<file path="config.mk">
export PLATFORM = sky130hd
export DESIGN_NAME = rnn_cell_top
export DESIGN_NICKNAME = d
export VERILOG_FILES = /design/src/source/rnn_pkg.sv /design/src/source/weight_address_gen.sv /design/src/source/mac_unit.sv /design/src/source/state_registers.sv /design/src/source/rnn_control.sv /design/src/source/rnn_cell_top.sv
export SDC_FILE = /design/constraint.sdc
export NUM_CORES = 1
export LEC_CHECK = 0
export ABC_AREA = 1
export BUFFER_PORTS_ARGS = -buffer_cell sky130_fd_sc_hd__clkbuf_2
export CAP_MARGIN = 10
export CELL_PAD_IN_SITES_DETAIL_PLACEMENT = 1
export CELL_PAD_IN_SITES_GLOBAL_PLACEMENT = 2
export CORE_AREA = 3 3 255 257
export DETAILED_ROUTE_END_ITERATION = 6
export DIE_AREA = 0 0 258 260
export GPL_TIMING_DRIVEN = 0
export PLACE_DENSITY_LB_ADDON = 0.1
export SETUP_SLACK_MARGIN = 0.05
export SLEW_MARGIN = 40
export SYNTH_ARGS = -nofsm -noshare
export SYNTH_HDL_FRONTEND = slang
export SYNTH_SLANG_ARGS = --single-unit
</file>
<file path="constraint.sdc">
create_clock -name clk -period 25.1 [get_ports clk]
set_input_delay 5.02 -clock clk [delete_from_list [all_inputs] [get_ports clk]]
set_output_delay 5.02 -clock clk [all_outputs]
set_load 0.05 [all_outputs]
</file>
<file path="src/source/rnn_pkg.sv">
`default_nettype none

package rnn_pkg;

    localparam int DEF_VOCAB_SIZE = 76;
    localparam int DEF_EMBED_SIZE = 4;
    localparam int DEF_HIDDEN_SIZE = 8;

    localparam int DATA_WIDTH = 16;  // Q8.8 word
    localparam int FRAC_BITS = 8;
    localparam int ADDR_WIDTH = 27;

    typedef enum logic [3:0] {
        S_IDLE,
        S_EMB_REQ,
        S_EMB_WAIT,
        S_NEURON_START,
        S_HH_REQ,
        S_HH_WAIT,
        S_HHB_REQ,
        S_HHB_WAIT,
        S_IH_REQ,
        S_IH_WAIT,
        S_IHB_REQ,
        S_IHB_WAIT,
        S_STORE,
        S_COMMIT
    } ctrl_state_t;

    typedef enum logic [2:0] {
        FETCH_EMBED,
        FETCH_W_IH,
        FETCH_W_HH,
        FETCH_B_IH,
        FETCH_B_HH
    } fetch_kind_t;

    // Index width able to hold 0 .. max(a, b) - 1
    function automatic int idx_width(int a, int b = 1);
        int n;
        n = (a > b) ? a : b;
        return (n > 1) ? $clog2(n) : 1;
    endfunction

endpackage

`default_nettype wire

</file>
<file path="src/source/weight_address_gen.sv">
`default_nettype none

module weight_address_gen #(
    parameter int VOCAB_SIZE = rnn_pkg::DEF_VOCAB_SIZE,
    parameter int EMBED_SIZE = rnn_pkg::DEF_EMBED_SIZE,
    parameter int HIDDEN_SIZE = rnn_pkg::DEF_HIDDEN_SIZE
) (
    input  logic clk,
    input  logic reset,
    input  rnn_pkg::fetch_kind_t fetch_kind,
    input  logic [rnn_pkg::idx_width(VOCAB_SIZE)-1:0] token,
    input  logic [rnn_pkg::idx_width(HIDDEN_SIZE)-1:0] neuron_idx,
    input  logic [rnn_pkg::idx_width(HIDDEN_SIZE, EMBED_SIZE)-1:0] inner_idx,
    output logic [rnn_pkg::ADDR_WIDTH-1:0] mem_addr
);
    import rnn_pkg::*;

    localparam int TOK_W = idx_width(VOCAB_SIZE);

    // Region bases in words
    localparam int W_IH_BASE = VOCAB_SIZE * EMBED_SIZE;
    localparam int W_HH_BASE = W_IH_BASE + HIDDEN_SIZE * EMBED_SIZE;
    localparam int B_IH_BASE = W_HH_BASE + HIDDEN_SIZE * HIDDEN_SIZE;
    localparam int B_HH_BASE = B_IH_BASE + HIDDEN_SIZE;

    logic [TOK_W-1:0] token_q;
    logic [TOK_W-1:0] token_sel;
    logic first_embed;
    logic [ADDR_WIDTH-1:0] base;
    logic [ADDR_WIDTH-1:0] row;
    logic [ADDR_WIDTH-1:0] row_len;
    logic [ADDR_WIDTH-1:0] col;

    assign first_embed = (fetch_kind == FETCH_EMBED) && (inner_idx == '0);
    assign token_sel = first_embed ? token : token_q;

    always_comb
    begin
        base = '0;
        row = ADDR_WIDTH'(neuron_idx);
        row_len = 'd1;
        col = '0;
        case (fetch_kind)
            FETCH_EMBED:
            begin
                row = ADDR_WIDTH'(token_sel);
                row_len = ADDR_WIDTH'(EMBED_SIZE);
                col = ADDR_WIDTH'(inner_idx);
            end
            FETCH_W_IH:
            begin
                base = ADDR_WIDTH'(W_IH_BASE);
                row_len = ADDR_WIDTH'(EMBED_SIZE);
                col = ADDR_WIDTH'(inner_idx);
            end
            FETCH_W_HH:
            begin
                base = ADDR_WIDTH'(W_HH_BASE);
                row_len = ADDR_WIDTH'(HIDDEN_SIZE);
                col = ADDR_WIDTH'(inner_idx);
            end
            FETCH_B_IH: base = ADDR_WIDTH'(B_IH_BASE);
            FETCH_B_HH: base = ADDR_WIDTH'(B_HH_BASE);
            default:    base = '0;
        endcase
    end

    always_ff @(posedge clk)
    begin
        if (reset)
        begin
            mem_addr <= '0;
            token_q <= '0;
        end
        else
        begin
            mem_addr <= base + row * row_len + col;
            if (first_embed)
                token_q <= token;  // Held for the rest of the embedding row
        end
    end

endmodule

`default_nettype wire

</file>
<file path="src/source/mac_unit.sv">
`default_nettype none

module mac_unit (
    input  logic clk,
    input  logic reset,
    input  logic acc_clear,
    input  logic acc_mul,
    input  logic acc_add,
    input  logic signed [rnn_pkg::DATA_WIDTH-1:0] mem_data,
    input  logic signed [rnn_pkg::DATA_WIDTH-1:0] operand,
    output logic signed [rnn_pkg::DATA_WIDTH-1:0] acc
);
    import rnn_pkg::*;

    logic signed [2*DATA_WIDTH-1:0] product;
    logic signed [DATA_WIDTH-1:0] scaled;

    assign product = mem_data * operand;
    // Arithmetic shift by the fraction, then keep the low word
    assign scaled = product[FRAC_BITS +: DATA_WIDTH];

    always_ff @(posedge clk)
    begin
        if (reset)
        begin
            acc <= '0;
        end
        else if (acc_clear)
        begin
            acc <= '0;
        end
        else if (acc_mul)
        begin
            acc <= acc + scaled;  // Wraps at 16 bits
        end
        else if (acc_add)
        begin
            acc <= acc + mem_data;
        end
    end

    a_ctrl_onehot: assert property (@(posedge clk) disable iff (reset)
        $onehot0({acc_clear, acc_mul, acc_add}))
        else $error("more than one accumulator control active");

endmodule

`default_nettype wire

</file>
<file path="src/source/state_registers.sv">
`default_nettype none

module state_registers #(
    parameter int EMBED_SIZE = rnn_pkg::DEF_EMBED_SIZE,
    parameter int HIDDEN_SIZE = rnn_pkg::DEF_HIDDEN_SIZE
) (
    input  logic clk,
    input  logic reset,
    input  logic emb_write,
    input  logic store,
    input  logic commit,
    input  rnn_pkg::fetch_kind_t fetch_kind,
    input  logic [rnn_pkg::idx_width(HIDDEN_SIZE)-1:0] neuron_idx,
    input  logic [rnn_pkg::idx_width(HIDDEN_SIZE, EMBED_SIZE)-1:0] inner_idx,
    input  logic signed [rnn_pkg::DATA_WIDTH-1:0] mem_data,
    input  logic signed [rnn_pkg::DATA_WIDTH-1:0] acc,
    input  logic [rnn_pkg::idx_width(HIDDEN_SIZE)-1:0] hidden_index,
    output logic signed [rnn_pkg::DATA_WIDTH-1:0] operand,
    output logic signed [rnn_pkg::DATA_WIDTH-1:0] hidden_value
);
    import rnn_pkg::*;

    localparam int EMB_W = idx_width(EMBED_SIZE);
    localparam int HID_W = idx_width(HIDDEN_SIZE);

    logic signed [DATA_WIDTH-1:0] embedding [EMBED_SIZE];
    logic signed [DATA_WIDTH-1:0] new_hidden [HIDDEN_SIZE];
    logic signed [DATA_WIDTH-1:0] old_hidden [HIDDEN_SIZE];
    logic [EMB_W-1:0] emb_idx;
    logic [HID_W-1:0] hid_idx;

    assign emb_idx = inner_idx[EMB_W-1:0];
    assign hid_idx = inner_idx[HID_W-1:0];

    // W_ih pairs with the embedding, everything else with the old state
    assign operand = (fetch_kind == FETCH_W_IH) ? embedding[emb_idx] : old_hidden[hid_idx];
    assign hidden_value = old_hidden[hidden_index];

    always_ff @(posedge clk)
    begin
        if (reset)
        begin
            embedding <= '{default: '0};
            new_hidden <= '{default: '0};
            old_hidden <= '{default: '0};
        end
        else
        begin
            if (emb_write)
                embedding[emb_idx] <= mem_data;
            if (store)
                new_hidden[neuron_idx] <= acc;
            if (commit)
                old_hidden <= new_hidden;  // Whole vector at once
        end
    end

    a_index_range: assert property (@(posedge clk) disable iff (reset)
        int'(hidden_index) < HIDDEN_SIZE)
        else $error("hidden_index out of range");

endmodule

`default_nettype wire

</file>
<file path="src/source/rnn_control.sv">
`default_nettype none

module rnn_control #(
    parameter int EMBED_SIZE = rnn_pkg::DEF_EMBED_SIZE,
    parameter int HIDDEN_SIZE = rnn_pkg::DEF_HIDDEN_SIZE
) (
    input  logic clk,
    input  logic reset,
    input  logic start,
    input  logic mem_valid,
    output logic busy,
    output logic done,
    output logic mem_req,
    output rnn_pkg::fetch_kind_t fetch_kind,
    output logic [rnn_pkg::idx_width(HIDDEN_SIZE)-1:0] neuron_idx,
    output logic [rnn_pkg::idx_width(HIDDEN_SIZE, EMBED_SIZE)-1:0] inner_idx,
    output logic acc_clear,
    output logic acc_mul,
    output logic acc_add,
    output logic emb_write,
    output logic store,
    output logic commit
);
    import rnn_pkg::*;

    localparam int HID_W = idx_width(HIDDEN_SIZE);
    localparam int INNER_W = idx_width(HIDDEN_SIZE, EMBED_SIZE);

    ctrl_state_t state;
    ctrl_state_t next_state;
    logic [HID_W-1:0] neuron_q;
    logic [INNER_W-1:0] inner_q;
    logic read_pending;
    logic req_state;
    logic inner_step;
    logic emb_last;
    logic hid_last;
    logic neuron_last;

    assign emb_last = (inner_q == INNER_W'(EMBED_SIZE - 1));
    assign hid_last = (inner_q == INNER_W'(HIDDEN_SIZE - 1));
    assign neuron_last = (neuron_q == HID_W'(HIDDEN_SIZE - 1));

    assign req_state = (state == S_EMB_REQ) || (state == S_HH_REQ) || (state == S_HHB_REQ) ||
                       (state == S_IH_REQ) || (state == S_IHB_REQ);
    assign inner_step = mem_valid &&
                        ((state == S_EMB_WAIT) || (state == S_HH_WAIT) || (state == S_IH_WAIT));

    assign busy = (state != S_IDLE);
    assign neuron_idx = neuron_q;
    assign inner_idx = inner_q;
    assign acc_clear = (state == S_NEURON_START);
    assign acc_mul = mem_valid && ((state == S_HH_WAIT) || (state == S_IH_WAIT));
    assign acc_add = mem_valid && ((state == S_HHB_WAIT) || (state == S_IHB_WAIT));
    assign emb_write = mem_valid && (state == S_EMB_WAIT);
    assign store = (state == S_STORE);
    assign commit = (state == S_COMMIT);

    always_comb
    begin
        case (state)
            S_IDLE, S_EMB_REQ, S_EMB_WAIT: fetch_kind = FETCH_EMBED;  // Token tracks while idle
            S_HHB_REQ, S_HHB_WAIT:         fetch_kind = FETCH_B_HH;
            S_IH_REQ, S_IH_WAIT:           fetch_kind = FETCH_W_IH;
            S_IHB_REQ, S_IHB_WAIT:         fetch_kind = FETCH_B_IH;
            default:                       fetch_kind = FETCH_W_HH;
        endcase
    end

    always_comb
    begin
        next_state = state;
        case (state)
            S_IDLE:         if (start) next_state = S_EMB_REQ;
            S_EMB_REQ:      next_state = S_EMB_WAIT;
            S_EMB_WAIT:     if (mem_valid) next_state = emb_last ? S_NEURON_START : S_EMB_REQ;
            S_NEURON_START: next_state = S_HH_REQ;
            S_HH_REQ:       next_state = S_HH_WAIT;
            S_HH_WAIT:      if (mem_valid) next_state = hid_last ? S_HHB_REQ : S_HH_REQ;
            S_HHB_REQ:      next_state = S_HHB_WAIT;
            S_HHB_WAIT:     if (mem_valid) next_state = S_IH_REQ;
            S_IH_REQ:       next_state = S_IH_WAIT;
            S_IH_WAIT:      if (mem_valid) next_state = emb_last ? S_IHB_REQ : S_IH_REQ;
            S_IHB_REQ:      next_state = S_IHB_WAIT;
            S_IHB_WAIT:     if (mem_valid) next_state = S_STORE;
            S_STORE:        next_state = neuron_last ? S_COMMIT : S_NEURON_START;
            S_COMMIT:       next_state = S_IDLE;
            default:        next_state = S_IDLE;
        endcase
    end

    always_ff @(posedge clk)
    begin
        if (reset)
        begin
            state <= S_IDLE;
            neuron_q <= '0;
            inner_q <= '0;
            mem_req <= 1'b0;
            done <= 1'b0;
            read_pending <= 1'b0;
        end
        else
        begin
            state <= next_state;
            mem_req <= req_state;  // Address is registered in the same cycle
            done <= (state == S_COMMIT);

            if (mem_req)
                read_pending <= 1'b1;
            else if (mem_valid)
                read_pending <= 1'b0;

            if (state == S_IDLE)
            begin
                neuron_q <= '0;
                inner_q <= '0;
            end
            else if (inner_step)
            begin
                inner_q <= ((state == S_HH_WAIT) ? hid_last : emb_last) ? '0 : inner_q + 1'b1;
            end

            if (state == S_STORE)
                neuron_q <= neuron_last ? '0 : neuron_q + 1'b1;
        end
    end

    a_one_read: assert property (@(posedge clk) disable iff (reset) mem_req |-> !read_pending)
        else $error("mem_req issued while a read is outstanding");

    // Commit only follows the store of the last neuron
    a_done_commit: assert property (@(posedge clk) disable iff (reset)
        done |-> ($past(state) == S_COMMIT) && $past(neuron_last, 2))
        else $error("done without a commit after the last neuron");

endmodule

`default_nettype wire

</file>
<file path="src/source/rnn_cell_top.sv">
`default_nettype none

module rnn_cell_top #(
    parameter int VOCAB_SIZE = rnn_pkg::DEF_VOCAB_SIZE,
    parameter int EMBED_SIZE = rnn_pkg::DEF_EMBED_SIZE,
    parameter int HIDDEN_SIZE = rnn_pkg::DEF_HIDDEN_SIZE
) (
    input  logic clk,
    input  logic reset,
    input  logic start,
    input  logic [rnn_pkg::idx_width(VOCAB_SIZE)-1:0] token,
    input  logic [rnn_pkg::idx_width(HIDDEN_SIZE)-1:0] hidden_index,
    input  logic mem_valid,
    input  logic signed [rnn_pkg::DATA_WIDTH-1:0] mem_data,
    output logic busy,
    output logic done,
    output logic signed [rnn_pkg::DATA_WIDTH-1:0] hidden_value,
    output logic mem_req,
    output logic [rnn_pkg::ADDR_WIDTH-1:0] mem_addr
);
    import rnn_pkg::*;

    localparam int HID_W = idx_width(HIDDEN_SIZE);
    localparam int INNER_W = idx_width(HIDDEN_SIZE, EMBED_SIZE);

    fetch_kind_t fetch_kind;
    logic [HID_W-1:0] neuron_idx;
    logic [INNER_W-1:0] inner_idx;
    logic acc_clear;
    logic acc_mul;
    logic acc_add;
    logic emb_write;
    logic store;
    logic commit;
    logic signed [DATA_WIDTH-1:0] acc;
    logic signed [DATA_WIDTH-1:0] operand;

    rnn_control #(
        .EMBED_SIZE(EMBED_SIZE),
        .HIDDEN_SIZE(HIDDEN_SIZE)
    ) u_control (
        .clk(clk),
        .reset(reset),
        .start(start),
        .mem_valid(mem_valid),
        .busy(busy),
        .done(done),
        .mem_req(mem_req),
        .fetch_kind(fetch_kind),
        .neuron_idx(neuron_idx),
        .inner_idx(inner_idx),
        .acc_clear(acc_clear),
        .acc_mul(acc_mul),
        .acc_add(acc_add),
        .emb_write(emb_write),
        .store(store),
        .commit(commit)
    );

    weight_address_gen #(
        .VOCAB_SIZE(VOCAB_SIZE),
        .EMBED_SIZE(EMBED_SIZE),
        .HIDDEN_SIZE(HIDDEN_SIZE)
    ) u_addr_gen (
        .clk(clk),
        .reset(reset),
        .fetch_kind(fetch_kind),
        .token(token),
        .neuron_idx(neuron_idx),
        .inner_idx(inner_idx),
        .mem_addr(mem_addr)
    );

    mac_unit u_mac (
        .clk(clk),
        .reset(reset),
        .acc_clear(acc_clear),
        .acc_mul(acc_mul),
        .acc_add(acc_add),
        .mem_data(mem_data),
        .operand(operand),
        .acc(acc)
    );

    state_registers #(
        .EMBED_SIZE(EMBED_SIZE),
        .HIDDEN_SIZE(HIDDEN_SIZE)
    ) u_state (
        .clk(clk),
        .reset(reset),
        .emb_write(emb_write),
        .store(store),
        .commit(commit),
        .fetch_kind(fetch_kind),
        .neuron_idx(neuron_idx),
        .inner_idx(inner_idx),
        .mem_data(mem_data),
        .acc(acc),
        .hidden_index(hidden_index),
        .operand(operand),
        .hidden_value(hidden_value)
    );

endmodule

`default_nettype wire

</file>
==> out/qor.csv <==
metric;value;unit
Worst-Skew Late Latency;0.61;ns
DP Area;26500;sq um
hold path startpoint;u_state.embedding[51];
number of global-route vias before repair;25400;
TNS Setup;0;ns
Avg Vias per Cell;5.50;
Hold Fails Final Rpt;0;
status;complete, no violations;
CTS tree;built;
critical path startpoint category;primary input;
largest net degree at the start of global routing;14;
reg2reg end;u_mac.acc[15];
Synth Register Bits;370;
most frequent cells in the layout;566 x nor2_1, 453 x o21ai_0, 430 x inv_1;
critical path endpoint category;flop;
design area;28000;sq um
share of layout cells above drive strength 1;0.0649;
EDFF count, synth;0;
Pleak;12.8;nW
filler cell count;7966;
CP bufs+invs;5;
hold bufs inserted after CTS;0;
placement row count;92;
Core Region;63000;sq um
Max Transition Viols Final;0;
Avg Cell Area, Syn;7.36;sq um
max incr delay on CP;0.61;ns
pwr dens;74.3;nW/um^2
Reg clk slew, reported paths;0.06;ns
Max Root-Sink Buffers;3;
Syn Std Cell Area;25000;sq um
Ys Warns;0;
Max Cap Violations;0;
Die X;258;microns
cts bufs inserted;44;
die area;67100;sq um
Cell Int Power;1.24;mW
Clock Sinks;370;
Peak VDD IR;49.9;uV
Tcrit/Tclk final;0.500;
hpwl dp;85000;microns
Least-Margin Pin Slew;0.946;ns
RSZ-0062 raised after global routing;no;
most common cell after layout, fill and taps aside;nor2_1;
H-Tree Depth;2;
Setup Fix Bufs, Post-CTS;0;
Rel. slew slack;0.366;
Switching Fraction;0.402;
drt wl/cell;24.6;microns
critical path class;primary input to flop;
final net count;3869;
Primary FF master, synth;dfxtp_1;
DRC;0;
Routed Antenna Nets;0;
Logic pwr share;0.389;
sequential element share of the synthesized area;0.296;
Hold/Removal Path Class;flop to flop;
Clk pwr share;0.313;
NetSw;0.834;mW
crit-path max FO;10;
buffers added on ports;58;
initial antenna violation count;1;
drt pass-1 iters;6;
Diodes inserted;0;
Netlist cell types;51;
Hold Path Depth;2;
R2R depth;47;
# IOs;76;
initial core utilization;0.398;
most used cell along the critical path;nand2_1;
Peak Freq;0.0797;GHz
Hold EP;u_state.embedding[51];
Post-synth ARST share;0;
Resize count post-CTS;0;
Crit path arrival time;13.07;ns
CP required;25.61;ns
die height;260;microns
DP Worst Slack;11.98;ns
setup violators final;0;
sequential power share;0.298;
worst reg2reg setup slack;14.08;ns
Tmin final;12.55;ns
clock root buffer;clkbuf_16;
Vias;24200;
reg2reg start;u_control.inner_idx[1];
total track usage;0.324;
crit path setup slack, layout;12.55;ns
Routed Wire Length;108000;microns
post-synthesis cell count;3401;
first-pass GRT wire length;162000;microns
Final Skew;0.0348;ns
CP delay by family, top;adder cells;
GP Congestion;1.03;
Slowest cell on crit path;clkbuf_1;
Overflow after GRT;0;
Iter 0 DRT Violations;1704;
area delta synth->final;11.7;%
-- cells in the mapped netlist, types with 2 or more instances --
master,n,area (sq um)
nand4_1,8,50.1
o21bai_1,2,15.0
o221ai_1,2,17.5
o21a_1,5,37.5
nand3_2,10,100
clkbuf_1,156,586
xor2_1,20,175
mux2i_1,7,70.1
nand2_2,7,43.8
fa_1,192,3840
inv_2,5,18.8
conb_1,2,7.51
clkinv_1,20,75.1
o22ai_1,10,62.6
xnor2_1,18,158
inv_4,2,12.5
buf_6,11,124
a21oi_1,338,1690
inv_1,430,1610
o311ai_0,5,43.8
a21oi_2,4,35.0
a31oi_1,19,119
o21ai_1,17,85.1
buf_2,11,55.1
o211ai_1,9,67.6
dfxtp_1,370,7410
a211oi_1,6,45.0
nand2_1,388,1460
o21ai_0,453,2270
nor2_1,567,2130
nor3_1,9,45.0
nor2_2,2,12.5
or2_2,4,25.0
nand3_1,124,621
ha_1,121,1510
buf_1,10,37.5
buf_4,20,150
buf_8,3,45.0
o2111ai_1,2,17.5
-- worst max path at each step --
stage               startpoint  slack [ns]               end  cells after the start
5_1_grt            mem_data[7]       12.04     u_mac.acc[15]                     38
3_3_place_gp      mem_data[10]       12.12     u_mac.acc[15]                     36
3_5_place_dp      mem_data[10]       11.98     u_mac.acc[15]                     35
6_report           mem_data[7]       12.55     u_mac.acc[15]                     38
2_1_floorplan  hidden_index[0]       13.43  hidden_value[14]                      6
4_1_cts           mem_data[10]       12.55     u_mac.acc[15]                     35
-- final cells by class --
type,instances,area [sq um],area share
Buffer,212,1030,0.0370
Inverter,457,1720,0.0616
Sequential cell,370,7410,0.265
Timing Repair Buffer,58,290,0.0104
Clock inverter,16,185,0.00662
Multi-Input combinational cell,2383,15000,0.536
Clock buffer,62,1280,0.0458
Tap cell,846,1060,0.0379
-- metal layers --
layer / wire (microns) / track usage
met5: 16 / 0
met3: 5240 / 0.0377
met4: 6790 / 0.174
met1: 46000 / 0.408
met2: 50500 / 0.544
-- state kept, by name (all words and copies together), names as in the netlist, 4 cells and up --
name,count
u_state.embedding,64
u_mac.acc,16
u_control.state,4
u_state.new_hidden,128
u_state.old_hidden,128
u_addr_gen.mem_addr,12
u_addr_gen.token_q,7
-- worst min-delay path, delay by kind of cell, from the launching register on --
kind	cells	cell delay (ns)
compound gates	1	0.05
flops	1	0.30
simple gates	1	0.06
-- power groups by stage --
stage                     combinational [mW]  sequential (mW)  clock [mW]
after floorplan                        0.527            0.650           0
after global placement                 0.783            0.630           0
after detailed placement               0.797            0.631           0
after CTS                              0.807            0.618       0.659
after global routing                   0.906            0.620       0.685
final                                  0.808            0.618       0.651
-- through the flow --
step	total power, mW	utilization	instances	hold WS [ns]
CTS	2.08	0.444	4404	0.458
floorplan	1.18	-	3422	0.424
global placement	1.41	0.420	4326	0.440
detailed placement	1.43	0.421	4326	0.450
global route	2.21	0.444	4404	0.482
finish	2.08	0.444	4404	0.457
-- cells by family (layout without fill, tap and decap cells) --
logic type | after synthesis | count (layout) | synth area share
other | 2 | 23 | 0.000300
flip-flops | 370 | 370 | 0.296
buffers and inverters | 669 | 805 | 0.109
XOR/XNOR | 38 | 38 | 0.0133
multiplexers | 7 | 7 | 0.00280
AND/OR/NAND/NOR | 1125 | 1125 | 0.182
adder cells (fa/ha/maj) | 313 | 313 | 0.214
AO/OA/AOI/OAI | 877 | 877 | 0.182
(Power assumes the default switching activity.)
